===== config.mk =====
export PLATFORM = sky130hd
export DESIGN_NAME = frame_buf_top
export DESIGN_NICKNAME = d
export VERILOG_FILES = /design/src/fb_pkg.sv /design/src/line_writer.sv /design/src/line_reader.sv /design/src/burst_master.sv /design/src/frame_buf_top.sv
export SDC_FILE = /design/constraint.sdc
export NUM_CORES = 2
export LEC_CHECK = 0
export CORE_ASPECT_RATIO = 1.25
export CORE_MARGIN = 2
export CORE_UTILIZATION = 45
export CTS_CLUSTER_DIAMETER = 60
export DETAILED_ROUTE_END_ITERATION = 7
export DONT_BUFFER_PORTS = 1
export SYNTH_ARGS = -nofsm -noshare
export SYNTH_HDL_FRONTEND = slang
export SYNTH_SLANG_ARGS = --single-unit

===== constraint.sdc =====
create_clock -name ddr_clk -period 23.7 [get_ports ddr_clk]
set_input_delay 2.37 -clock ddr_clk [delete_from_list [all_inputs] [get_ports ddr_clk]]
set_output_delay 2.37 -clock ddr_clk [all_outputs]
set_load 0.05 [all_outputs]

===== src/fb_pkg.sv =====
package fb_pkg;

    ////////////////////////////////////////////////////////////////////////////
    // video geometry and memory word layout
    ////////////////////////////////////////////////////////////////////////////
    localparam int PIX_W        = 16;                      // rgb565 pixel
    localparam int WORD_W       = 64;                      // memory bus word
    localparam int PIX_PER_WORD = WORD_W / PIX_W;          // 4 lanes
    localparam int H_PIX        = 32;                      // pixels per line
    localparam int V_LINES      = 8;                       // lines per frame
    localparam int BURST_WORDS  = H_PIX / PIX_PER_WORD;    // one line per burst

    ////////////////////////////////////////////////////////////////////////////
    // address map, two banks back to back
    ////////////////////////////////////////////////////////////////////////////
    localparam int ADDR_W       = 20;                      // byte address
    localparam int LINE_BYTES   = BURST_WORDS * WORD_W / 8;
    localparam int BANK_BYTES   = LINE_BYTES * V_LINES;    // bank 1 base

    localparam int LINE_IDX_W   = $clog2(V_LINES);
    localparam int WORD_IDX_W   = $clog2(BURST_WORDS);
    localparam int LANE_W       = $clog2(PIX_PER_WORD);    // pixel lane select

    // burst master states
    localparam logic [2:0] ST_IDLE  = 3'd0;
    localparam logic [2:0] ST_WADDR = 3'd1;
    localparam logic [2:0] ST_WDATA = 3'd2;
    localparam logic [2:0] ST_RADDR = 3'd3;
    localparam logic [2:0] ST_RDATA = 3'd4;

    // one memory word, seen raw by the bus or as pixel lanes, lane 0 low
    typedef union packed
    {
        logic [WORD_W-1:0]                 raw;
        logic [PIX_PER_WORD-1:0][PIX_W-1:0] pix;
    } pix_word_t;

endpackage


===== src/line_writer.sv =====
`timescale 1ns/1ps
module line_writer
    import fb_pkg::*;
(
    input  logic              ddr_clk,
    input  logic              rst_n,
    input  logic              pix_fsync,
    input  logic              pix_valid,
    input  logic [PIX_W-1:0]  pix_data,
    input  logic              wr_ready,
    input  logic              wr_done,
    input  logic              wr_data_re,
    output logic              wr_req,
    output logic [ADDR_W-1:0] wr_addr,
    output logic [WORD_W-1:0] wr_data,
    output logic              wr_overflow,
    output logic              frame_done,
    output logic              done_bank
);

    logic [WORD_W-1:0]     line_mem [2*BURST_WORDS];   // two line buffers
    logic [LINE_IDX_W-1:0] buf_line [2];               // line number per buffer
    pix_word_t             pack_q;                     // word under assembly
    pix_word_t             pack_nxt;

    logic [LANE_W-1:0]     in_lane, lane_c;
    logic [WORD_IDX_W-1:0] in_word, word_c;
    logic [LINE_IDX_W-1:0] in_line, line_c;
    logic                  in_buf;                     // buffer being filled
    logic [1:0]            buf_full;
    logic                  pix_take, word_end, line_end;

    logic                  out_buf;                    // buffer being sent
    logic [WORD_IDX_W-1:0] out_word;
    logic                  wr_busy;                    // granted, waiting done
    logic                  wr_bank;

    ////////////////////////////////////////////////////////////////////////////
    // pixel packing
    ////////////////////////////////////////////////////////////////////////////
    always_comb
    begin
        lane_c   = pix_fsync ? '0 : in_lane;           // fsync restarts raster
        word_c   = pix_fsync ? '0 : in_word;
        line_c   = pix_fsync ? '0 : in_line;
        pack_nxt = pack_q;
        pack_nxt.pix[lane_c] = pix_data;               // drop pixel into lane
    end

    assign pix_take = pix_valid && !(&buf_full);       // no room, pixel lost
    assign word_end = pix_take && (lane_c == LANE_W'(PIX_PER_WORD - 1));
    assign line_end = word_end && (word_c == WORD_IDX_W'(BURST_WORDS - 1));

    always_ff @(posedge ddr_clk)
    begin
        if (pix_take)
            pack_q <= pack_nxt;
        if (word_end)
            line_mem[{in_buf, word_c}] <= pack_nxt.raw;
        if (line_end)
            buf_line[in_buf] <= line_c;                // tag for the address
    end

    ////////////////////////////////////////////////////////////////////////////
    // fill and send bookkeeping
    ////////////////////////////////////////////////////////////////////////////
    always_ff @(posedge ddr_clk)
    begin
        if (!rst_n)
        begin
            in_lane     <= '0;
            in_word     <= '0;
            in_line     <= '0;
            in_buf      <= 1'b0;
            buf_full    <= 2'b00;
            out_buf     <= 1'b0;
            out_word    <= '0;
            wr_busy     <= 1'b0;
            wr_bank     <= 1'b0;
            wr_overflow <= 1'b0;
        end
        else
        begin
            if (pix_valid && (&buf_full))
                wr_overflow <= 1'b1;                   // sticky
            if (pix_take)
            begin
                in_lane <= lane_c + 1'b1;
                in_word <= word_end ? word_c + 1'b1 : word_c;
                in_line <= line_end ? line_c + 1'b1 : line_c;
            end
            if (line_end)
            begin
                buf_full[in_buf] <= 1'b1;              // line ready to send
                in_buf           <= ~in_buf;
            end
            if (wr_ready)
                wr_busy <= 1'b1;
            if (wr_data_re)
                out_word <= out_word + 1'b1;           // next beat
            if (wr_done)
            begin
                wr_busy           <= 1'b0;
                buf_full[out_buf] <= 1'b0;
                out_buf           <= ~out_buf;
                out_word          <= '0;
                if (frame_done)
                    wr_bank <= ~wr_bank;               // next frame, other bank
            end
        end
    end

    assign wr_req     = buf_full[out_buf] && !wr_busy;
    assign wr_data    = line_mem[{out_buf, out_word}];
    assign wr_addr    = ADDR_W'(int'(wr_bank) * BANK_BYTES
                        + int'(buf_line[out_buf]) * LINE_BYTES);
    assign frame_done = wr_done && (buf_line[out_buf] == LINE_IDX_W'(V_LINES - 1));
    assign done_bank  = wr_bank;                       // bank just completed

endmodule


===== src/line_reader.sv =====
`timescale 1ns/1ps
module line_reader
    import fb_pkg::*;
(
    input  logic              ddr_clk,
    input  logic              rst_n,
    input  logic              rd_fsync,
    input  logic              rd_en,
    input  logic              frame_done,
    input  logic              done_bank,
    input  logic              rd_ready,
    input  logic              rd_done,
    input  logic              rd_data_en,
    input  logic [WORD_W-1:0] rd_data,
    output logic              vout_de,
    output logic [PIX_W-1:0]  vout_data,
    output logic              init_done,
    output logic              rd_req,
    output logic [ADDR_W-1:0] rd_addr,
    output logic              rd_underrun
);

    logic [WORD_W-1:0]     line_mem [2*BURST_WORDS];   // prefetch buffers
    pix_word_t             cur_word;
    logic                  last_bank;                  // newest complete frame
    logic                  rd_bank;                    // frame on display
    logic                  active;                     // frame being output
    logic                  flush;                      // drop stale burst
    logic                  rd_busy;
    logic [1:0]            buf_valid;

    logic                  fetch_buf;
    logic [WORD_IDX_W-1:0] fetch_word;
    logic [LINE_IDX_W-1:0] fetch_line;
    logic                  fetch_all;                  // whole frame requested

    logic                  out_buf;
    logic [WORD_IDX_W-1:0] out_word;
    logic [LANE_W-1:0]     out_lane;
    logic [LINE_IDX_W-1:0] out_line;
    logic                  pix_ok;

    always_ff @(posedge ddr_clk)
    begin
        if (rd_data_en)
            line_mem[{fetch_buf, fetch_word}] <= rd_data;
    end

    assign cur_word.raw = line_mem[{out_buf, out_word}];
    assign pix_ok       = active && buf_valid[out_buf];
    assign rd_req       = active && !rd_busy && !fetch_all && !buf_valid[fetch_buf];
    assign rd_addr      = ADDR_W'(int'(rd_bank) * BANK_BYTES + int'(fetch_line) * LINE_BYTES);

    ////////////////////////////////////////////////////////////////////////////
    // prefetch and output
    ////////////////////////////////////////////////////////////////////////////
    always_ff @(posedge ddr_clk)
    begin
        if (!rst_n)
        begin
            init_done   <= 1'b0;
            last_bank   <= 1'b0;
            rd_bank     <= 1'b0;
            active      <= 1'b0;
            flush       <= 1'b0;
            rd_busy     <= 1'b0;
            buf_valid   <= 2'b00;
            fetch_buf   <= 1'b0;
            fetch_word  <= '0;
            fetch_line  <= '0;
            fetch_all   <= 1'b0;
            out_buf     <= 1'b0;
            out_word    <= '0;
            out_lane    <= '0;
            out_line    <= '0;
            vout_de     <= 1'b0;
            vout_data   <= '0;
            rd_underrun <= 1'b0;
        end
        else
        begin
            vout_de <= rd_en;                          // fixed one-cycle latency
            if (frame_done)
            begin
                init_done <= 1'b1;                     // sticky
                last_bank <= done_bank;
            end
            if (rd_ready)
                rd_busy <= 1'b1;
            if (rd_data_en)
                fetch_word <= fetch_word + 1'b1;
            if (rd_done)
            begin
                rd_busy    <= 1'b0;
                fetch_word <= '0;
                flush      <= 1'b0;
                if (!flush)
                begin
                    buf_valid[fetch_buf] <= 1'b1;      // line loaded
                    fetch_buf            <= ~fetch_buf;
                    fetch_line           <= fetch_line + 1'b1;
                    if (fetch_line == LINE_IDX_W'(V_LINES - 1))
                        fetch_all <= 1'b1;
                end
            end
            if (rd_fsync)
            begin
                rd_bank    <= last_bank;               // freeze displayed frame
                active     <= init_done;
                flush      <= rd_busy && !rd_done;     // burst of old frame in flight
                buf_valid  <= 2'b00;
                fetch_buf  <= 1'b0;
                fetch_line <= '0;
                fetch_all  <= 1'b0;
                out_buf    <= 1'b0;
                out_word   <= '0;
                out_lane   <= '0;
                out_line   <= '0;
                vout_data  <= '0;
            end
            else if (rd_en)
            begin
                if (pix_ok)
                begin
                    vout_data <= cur_word.pix[out_lane];
                    out_lane  <= out_lane + 1'b1;
                    if (out_lane == LANE_W'(PIX_PER_WORD - 1))
                    begin
                        out_word <= out_word + 1'b1;
                        if (out_word == WORD_IDX_W'(BURST_WORDS - 1))
                        begin
                            buf_valid[out_buf] <= 1'b0;    // free for refill
                            out_buf            <= ~out_buf;
                            out_line           <= out_line + 1'b1;
                            if (out_line == LINE_IDX_W'(V_LINES - 1))
                                active <= 1'b0;        // frame fully shown
                        end
                    end
                end
                else
                begin
                    vout_data <= '0;
                    if (active)
                        rd_underrun <= 1'b1;           // line not loaded in time
                end
            end
        end
    end

endmodule


===== src/burst_master.sv =====
`timescale 1ns/1ps
module burst_master
    import fb_pkg::*;
(
    input  logic              ddr_clk,
    input  logic              rst_n,
    input  logic              wr_req,
    input  logic [ADDR_W-1:0] wr_addr,
    input  logic [WORD_W-1:0] wr_data,
    input  logic              rd_req,
    input  logic [ADDR_W-1:0] rd_addr,
    input  logic              axi_awready,
    input  logic              axi_wready,
    input  logic              axi_arready,
    input  logic              axi_rvalid,
    input  logic              axi_rlast,
    input  logic [WORD_W-1:0] axi_rdata,
    output logic              wr_ready,
    output logic              wr_done,
    output logic              wr_data_re,
    output logic              rd_ready,
    output logic              rd_done,
    output logic              rd_data_en,
    output logic [WORD_W-1:0] rd_data,
    output logic [ADDR_W-1:0] axi_awaddr,
    output logic [ADDR_W-1:0] axi_araddr,
    output logic              axi_awvalid,
    output logic              axi_wvalid,
    output logic              axi_wlast,
    output logic              axi_arvalid,
    output logic [WORD_W-1:0] axi_wdata
);

    logic [2:0]            state;
    logic [WORD_IDX_W-1:0] beat;                       // write beats taken
    logic [ADDR_W-1:0]     cmd_addr;                   // address of granted burst
    logic                  last_wr;                    // write served last
    logic                  grant_wr;
    logic                  grant_rd;

    ////////////////////////////////////////////////////////////////////////////
    // round-robin grant, only from idle
    ////////////////////////////////////////////////////////////////////////////
    assign grant_wr = (state == ST_IDLE) && wr_req && (!rd_req || !last_wr);
    assign grant_rd = (state == ST_IDLE) && rd_req && !grant_wr;
    assign wr_ready = grant_wr;                        // one-cycle grant pulse
    assign rd_ready = grant_rd;

    // address channels
    assign axi_awvalid = (state == ST_WADDR);
    assign axi_arvalid = (state == ST_RADDR);
    assign axi_awaddr  = cmd_addr;
    assign axi_araddr  = cmd_addr;

    // write data, writer holds word until wr_data_re
    assign axi_wvalid = (state == ST_WDATA);
    assign axi_wdata  = wr_data;
    assign axi_wlast  = axi_wvalid && (beat == WORD_IDX_W'(BURST_WORDS - 1));
    assign wr_data_re = axi_wvalid && axi_wready;
    assign wr_done    = wr_data_re && axi_wlast;

    // read data, always accepted
    assign rd_data_en = (state == ST_RDATA) && axi_rvalid;
    assign rd_data    = axi_rdata;
    assign rd_done    = rd_data_en && axi_rlast;

    always_ff @(posedge ddr_clk)
    begin
        if (grant_wr || grant_rd)
            cmd_addr <= grant_wr ? wr_addr : rd_addr;
    end

    always_ff @(posedge ddr_clk)
    begin
        if (!rst_n)
        begin
            state   <= ST_IDLE;
            beat    <= '0;
            last_wr <= 1'b0;
        end
        else
        begin
            case (state)
                ST_IDLE:
                begin
                    if (grant_wr)
                    begin
                        state   <= ST_WADDR;
                        last_wr <= 1'b1;
                    end
                    else if (grant_rd)
                    begin
                        state   <= ST_RADDR;
                        last_wr <= 1'b0;
                    end
                end
                ST_WADDR:
                begin
                    if (axi_awready)
                    begin
                        state <= ST_WDATA;             // data after address
                        beat  <= '0;
                    end
                end
                ST_WDATA:
                begin
                    if (wr_data_re)
                    begin
                        beat <= beat + 1'b1;
                        if (axi_wlast)
                            state <= ST_IDLE;
                    end
                end
                ST_RADDR:
                begin
                    if (axi_arready)
                        state <= ST_RDATA;
                end
                ST_RDATA:
                begin
                    if (rd_done)
                        state <= ST_IDLE;              // rlast ends burst
                end
                default:
                    state <= ST_IDLE;
            endcase
        end
    end

endmodule


===== src/frame_buf_top.sv =====
`timescale 1ns/1ps
module frame_buf_top
    import fb_pkg::*;
(
    input  logic              ddr_clk,
    input  logic              rst_n,
    input  logic              pix_fsync,
    input  logic              pix_valid,
    input  logic [PIX_W-1:0]  pix_data,
    input  logic              rd_fsync,
    input  logic              rd_en,
    output logic              vout_de,
    output logic [PIX_W-1:0]  vout_data,
    output logic              init_done,
    output logic              wr_overflow,
    output logic              rd_underrun,
    input  logic              axi_awready,
    input  logic              axi_wready,
    input  logic              axi_arready,
    input  logic              axi_rvalid,
    input  logic              axi_rlast,
    input  logic [WORD_W-1:0] axi_rdata,
    output logic [ADDR_W-1:0] axi_awaddr,
    output logic [ADDR_W-1:0] axi_araddr,
    output logic              axi_awvalid,
    output logic              axi_wvalid,
    output logic              axi_wlast,
    output logic              axi_arvalid,
    output logic [WORD_W-1:0] axi_wdata
);

    // write command path
    logic              wr_req, wr_ready, wr_done, wr_data_re;
    logic [ADDR_W-1:0] wr_addr;
    logic [WORD_W-1:0] wr_data;
    // read command path
    logic              rd_req, rd_ready, rd_done, rd_data_en;
    logic [ADDR_W-1:0] rd_addr;
    logic [WORD_W-1:0] rd_data;
    // frame handoff writer to reader
    logic              frame_done, done_bank;

    line_writer i_writer (
        .ddr_clk     (ddr_clk),
        .rst_n       (rst_n),
        .pix_fsync   (pix_fsync),
        .pix_valid   (pix_valid),
        .pix_data    (pix_data),
        .wr_ready    (wr_ready),
        .wr_done     (wr_done),
        .wr_data_re  (wr_data_re),
        .wr_req      (wr_req),
        .wr_addr     (wr_addr),
        .wr_data     (wr_data),
        .wr_overflow (wr_overflow),
        .frame_done  (frame_done),
        .done_bank   (done_bank)
    );

    line_reader i_reader (
        .ddr_clk     (ddr_clk),
        .rst_n       (rst_n),
        .rd_fsync    (rd_fsync),
        .rd_en       (rd_en),
        .frame_done  (frame_done),
        .done_bank   (done_bank),
        .rd_ready    (rd_ready),
        .rd_done     (rd_done),
        .rd_data_en  (rd_data_en),
        .rd_data     (rd_data),
        .vout_de     (vout_de),
        .vout_data   (vout_data),
        .init_done   (init_done),
        .rd_req      (rd_req),
        .rd_addr     (rd_addr),
        .rd_underrun (rd_underrun)
    );

    burst_master i_master (
        .ddr_clk     (ddr_clk),
        .rst_n       (rst_n),
        .wr_req      (wr_req),
        .wr_addr     (wr_addr),
        .wr_data     (wr_data),
        .rd_req      (rd_req),
        .rd_addr     (rd_addr),
        .axi_awready (axi_awready),
        .axi_wready  (axi_wready),
        .axi_arready (axi_arready),
        .axi_rvalid  (axi_rvalid),
        .axi_rlast   (axi_rlast),
        .axi_rdata   (axi_rdata),
        .wr_ready    (wr_ready),
        .wr_done     (wr_done),
        .wr_data_re  (wr_data_re),
        .rd_ready    (rd_ready),
        .rd_done     (rd_done),
        .rd_data_en  (rd_data_en),
        .rd_data     (rd_data),
        .axi_awaddr  (axi_awaddr),
        .axi_araddr  (axi_araddr),
        .axi_awvalid (axi_awvalid),
        .axi_wvalid  (axi_wvalid),
        .axi_wlast   (axi_wlast),
        .axi_arvalid (axi_arvalid),
        .axi_wdata   (axi_wdata)
    );

endmodule


# Yosys cells after proc, flatten, opt, wreduce, memory -nomap -nowiden
# Memory sizes are Yosys's and may differ from the RTL's. A register that Yosys moved wholly into a read port is not among the register bits.
# Index checks and enable logic that the tools add are counted.
dict set report classes {
  n_eq_ne 18
  n_bitwise 15
  n_mux 65
  order_cmp 11
  add_sub_neg 12
  n_reduce_logical 60
}
# cell n
set op_table {}
lappend op_table {{$bwmux 64} 1}
lappend op_table {{$mux 16} 3}
lappend op_table {{$mux 3} 13}
lappend op_table {{$bmux 16 s2} 1}
lappend op_table {{$demux 16 s2} 1}
lappend op_table {{$mux 1} 28}
lappend op_table {{$logic_and 1x1->1} 25}
lappend op_table {{$add 3x1->3 const B} 8}
lappend op_table {{$add 10x9->11} 2}
lappend op_table {{$mux 2} 11}
lappend op_table {{$eq 3x3->1 const B} 7}
lappend op_table {{$reduce_bool 2->1} 8}
lappend op_table {{$pmux 3 s5} 1}
lappend op_table {{$mux 11} 1}
lappend op_table {{$reduce_and 2->1} 5}
lappend op_table {{$logic_not 1->1} 9}
lappend op_table {{$not 1->1} 9}
lappend op_table {{$reduce_and 3->1} 3}
lappend op_table {{$lt 1x2->1 const B} 4}
lappend op_table {{$ne 2x2->1 const B} 4}
lappend op_table {{$reduce_and 4->1} 2}
lappend op_table {{$eq 3x2->1 const B} 2}
lappend op_table {{$lt 2x3->1 const B} 2}
lappend op_table {{$pmux 3 s2} 1}
lappend op_table {{16 further kinds} 30}
dict set report totals {
  n_memories 3
  reg_bits 152
  word_cells 217
  mem_bits_rw 2054
}
# name depth word_bits read_ports rd_clocked_by_memory_dff wr line
set memory_table {}
lappend memory_table {i_reader.line_mem 16 64 1 0 1 line_reader.sv:23} ;# logic [WORD_W-1:0] line_mem [2*BURST_WORDS];
lappend memory_table {i_writer.line_mem 16 64 1 0 1 line_writer.sv:21} ;# logic [WORD_W-1:0] line_mem [2*BURST_WORDS];
lappend memory_table {i_writer.buf_line 2 3 1 1 1 line_writer.sv:22} ;# logic [LINE_IDX_W-1:0] buf_line [2];

# Longest topological paths before layout
dict set report depth {
  depth_word 13
  ltp_mapped 10
  ltp_nobuf 7
}

# Modules after synthesis
# A second synthesis with hierarchy kept.
dict set report unflattened {
  cells_unflattened 4067
  hier_area_um2 85858.6
}
# mod instances seq_area_each_um2 area_per_inst_um2 cells_each
set modules_own_cells {}
lappend modules_own_cells {line_writer 1 33231.9 42291.8 1857}
lappend modules_own_cells {line_reader 1 31610.3 41058.1 1965}
lappend modules_own_cells {burst_master 1 740.7 2508.7 245}

# Least setup slack after synthesis
# No wires, ideal clock.
dict set report synth_timing {
  path_type {input -> register}
  startpoint {in pix_valid}
  endpoint {mem i_writer.line_mem[5][0] (enable)}
  n_path_buf 1
  required_time_ps 23214
  setup_slack_ps 14127
  cell_stages 5
  t_arrival_ps 9087
  path_cell_list {a21boi_1 > and2_0 > clkbuf_1 > nand2_1 > nor2_1}
}
dict set report synth_via {
  elab_chain_cells 4
}
# item line
set synth_rtl {}
lappend synth_rtl {{start, declared} frame_buf_top.sv:8} ;# input logic pix_valid,
lappend synth_rtl {{$logic_and 1x1->1} line_writer.sv:50} ;# assign pix_take = pix_valid && !(&buf_full);
lappend synth_rtl {{$logic_and 1x1->1} line_writer.sv:51} ;# assign word_end = pix_take && (lane_c == LANE_W'(PIX_PER_WORD - 1));
lappend synth_rtl {{$mux 1} line_writer.sv:58} ;# if (word_end)
lappend synth_rtl {{$mux 1 (not written as such)} line_writer.sv:59} ;# line_mem[{in_buf, word_c}] <= pack_nxt.raw;
lappend synth_rtl {{end, declared} line_writer.sv:21}
# No other way between the ends.

# Worst setup path after layout
dict set report layout_timing {
  startpoint {reg i_writer.out_word[0]}
  endpoint {out axi_wdata[29]}
}
dict set report layout_via {
  elab_chain_cells 1
}
# item line
set layout_rtl {}
lappend layout_rtl {{start, declared} line_writer.sv:34} ;# logic [WORD_IDX_W-1:0] out_word;
lappend layout_rtl {{start signal, assigned} line_writer.sv:100} ;# out_word <= out_word + 1'b1;
lappend layout_rtl {{$mem_v2 16x64} n/a}
lappend layout_rtl {{end, declared} frame_buf_top.sv:29} ;# output logic [WORD_W-1:0] axi_wdata
# No other way between the ends.

==> flow_summary_export.csv <==
group,metric,value,unit
pwr,p_comb_share,2.1,%
hold_path,hold_depth,2,
synthesis,synth-seq-cells,2191,
floorplan,start_util,45.20,%
finish,fin_util,50.60,%
synthesis,yosysWarningCount,0,
synthesis,async_reset_ff_share,0,%
drt,wl_met3,15240,um
finish,fin_nets,3944,
floorplan,die_y,487.0,um
placed_design,hpwl,104400,um
cts,cts_max_level,4,
synthesis,yosys.cell_count.top_type,"edfxtp_1",
floorplan,dieArea,0.1901,sq mm
floorplan,io_pins,219,
pwr,seqPwrFrac,54.9,%
worst_setup_path,worstRegToRegCells,10,
global_routing,grtUsageTotal,20.58,%
cts,ctsRootBufferMaster,"clkbuf_16",
cts,cts_inserted_buffers,211,
pwr,powerDensity,82.73,mW/mm^2
floorplan,design.core.area,0.1858,sq mm
synthesis,synth-edff-count,2122,
drt,wl_per_cell,30.22,um
sta,fin_setup_tns,0,ns
cts,path_clk_slew,0.06,ns
drt,wl_met2,99320,um
run_status,status,"finished, violations left",
synthesis,synth_top_area_share,75.88,%
drt,drt_iter0_drc,3105,
pwr,clock_power_share,42.9,%
cts,cts_resized,0,
pwr,p_sw_share,20.36,%
synthesis,ys_types,49,
cts,cts_tree,"built",
worst_setup_path,critPathLaunchType,"flip-flop",
drt,routed_via_density,5.851,
placed_design,numPortBuffers,0,
pwr,leakagePower,28.15,nW
drt,met1Wirelength,75000,um
global_routing,first_global_vias,39325,
sta,setup_viol,0,
pwr,p_sw,1.584,mW
worst_setup_path,critPathKind,"flip-flop to output port",
worst_setup_path,cp.required,21.33,ns
run_status,violations,"max-capacitance violations",
sta,relSlewSlack,1.024,%
synthesis,ys_top_cells_by_area,"edfxtp_1 (76%), mux4_2 (13%), mux2i_1 (2.8%)",
pwr,p_int,6.194,mW
synthesis,synth_commonest_cells,"edfxtp_1 (2122), mux4_2 (496), mux2i_1 (232)",
synthesis,synth_ff_type,"edfxtp_1",
drt,antenna_left,0,
sta,worst_slew_pin_slew,1.447,ns
cts,clkSinkCount,2191,
synthesis,netlist_area,0.08398,sq mm
global_routing,grt_pass1_wl,278700,um
global_routing,grt_overflow,0,
synthesis,seq_area_frac_synth,77.52,%
finish,area_delta_synth_final,11.95,%
worst_setup_path,cp_max_fo,106,
global_routing,grt_start_max_net_pins,110,
sta,finalCriticalPeriod,7.664,ns
drt,highest_layer,"met4",
cts,post_cts_buffers,0,
sta,max_freq,130.5,MHz
drt,remaining_drc_errors,0,
sta,fin_skew,0.08049,ns
floorplan,die_x,390.4,um
drt,num_vias,37748,
worst_setup_path,arrival,5.29,ns
synthesis,yosys.area.top_type,"edfxtp_1",
run,drv_cap,1,
cts,holdBufCountCts,0,
worst_setup_path,crit_path_end_kind,"output port",
drt,routed_wl,195000,um
placed_design,place.gp.congestion,0.7417,
finish,drive_above_1_share,25.75,%
floorplan,rows,177,
synthesis,syn_inst,3728,
drt,drt_pre_antenna_iters,5,
synthesis,syn_area_per_cell,22.53,sq um
finish,fillers,14460,
sta,fin_crit_sh,32.34,%
cts,cts_buffer_depth,3,
hold_path,hold_class,"flip-flop to flip-flop",
sta,rsz0062_at_grt,"false",
sta,hold_violations,0,
pwr,ir_worst_vdd,0.00006638,V
global_routing,antenna_found_initial,5,
sta,slew_violations,0,
cts,clk_latency,0.89,ns
final timing paths:
check                           slack, ns                         startpoint                                  to
worst max-delay path                16.04  i_writer.out_word[0]$_SDFFE_PP0P_                       axi_wdata[29]
worst min register to register       0.44      i_writer.wr_busy$_SDFFE_PP0N_       i_writer.wr_busy$_SDFFE_PP0N_
worst max register to register      17.78  i_reader.out_word[1]$_SDFFE_PP0P_  i_reader.vout_data[2]$_SDFFE_PP0P_
worst min-delay path                 0.44      i_writer.wr_busy$_SDFFE_PP0N_       i_writer.wr_busy$_SDFFE_PP0N_
cell families (layout without fill, tap and decap cells):
group	after synthesis	in the layout	synth area share (%)
flip-flops	2191	2191	77.52
multiplexers	810	810	17.17
buffers and inverters	255	508	1.529
AO/OA/AOI/OAI	232	232	2.072
AND/OR/NAND/NOR	205	205	1.244
adder cells (fa/ha/maj)	24	24	0.3576
XOR/XNOR	10	10	0.1043
other	1	56	0.004465
final cells by class:
class	instances	area [sq um]	share of cell area (%)
multi-input combinational	1313	18000	19.15
clock inverter	128	1394	1.483
sequential	2191	65130	69.27
tap	2416	3023	3.215
antenna	24	60.06	0.06388
timing repair buffer	95	770.7	0.8198
inverter	17	63.81	0.06787
clock buffer	268	5575	5.930
layer usage:
metal	up-vias	track usage (%)
met5	-	0
li1	15876	-
met3	299	5.767
met1	20446	25.38
met4	0	6.564
met2	1127	35.11
through the flow:
stage          power, mW  cells  setup WS [ns]  area (sq um)  hold slack, ns
2_1_floorplan      4.492   3759          14.13         84100          0.4221
3_3_place_gp       4.522   6032          16.67         86990          0.4388
3_5_place_dp       4.526   6032          16.63         86990          0.4361
4_1_cts            7.844   6428          15.73         93960          0.4435
5_1_grt            8.002   6435          15.54         93980          0.4560
6_report           7.778   6452          16.04         94020          0.4438
registers in the layout (all words and copies together) (netlist names), 4 cells and up, named ones only:
name,flops
i_writer.pack_q,64
i_writer.buf_line,6
i_writer.line_mem,1024
i_reader.vout_data,16
i_reader.line_mem,1024
i_master.axi_araddr,4
power by group through the flow:
| stage | clock (mW) | sequential [mW] | combinational [mW] |
|---|---|---|---|
| after floorplan | 0 | 4.35 | 0.139 |
| after global placement | 0 | 4.36 | 0.167 |
| after detailed placement | 0 | 4.36 | 0.170 |
| after CTS | 3.40 | 4.27 | 0.170 |
| after global routing | 3.55 | 4.27 | 0.181 |
| final | 3.34 | 4.27 | 0.167 |
worst max-delay path, stage by stage, from the launching register on:
cell	delay [ns]
dfxtp_4	0.63
buf_4	0.74
buf_4	0.93
buf_12	0.68
mux4_2	0.61
mux4_2	0.66
cells in the final DEF, fill, tap and decap left out, drive strengths merged, types with 32 or more instances in the layout:
| cell | instances |
|---|---|
| edfxtp | 2122 |
| mux4 | 496 |
| clkbuf | 268 |
| mux2i | 232 |
| clkinv | 96 |
| buf | 95 |
| mux2 | 82 |
| dfxtp | 69 |
| nor2 | 52 |
| nor2b | 46 |
| nand2 | 38 |
| a22oi | 36 |
| a22o | 32 |
| a221oi | 32 |
| conb | 32 |
No activity file was read; power rests on OpenSTA's default activity.
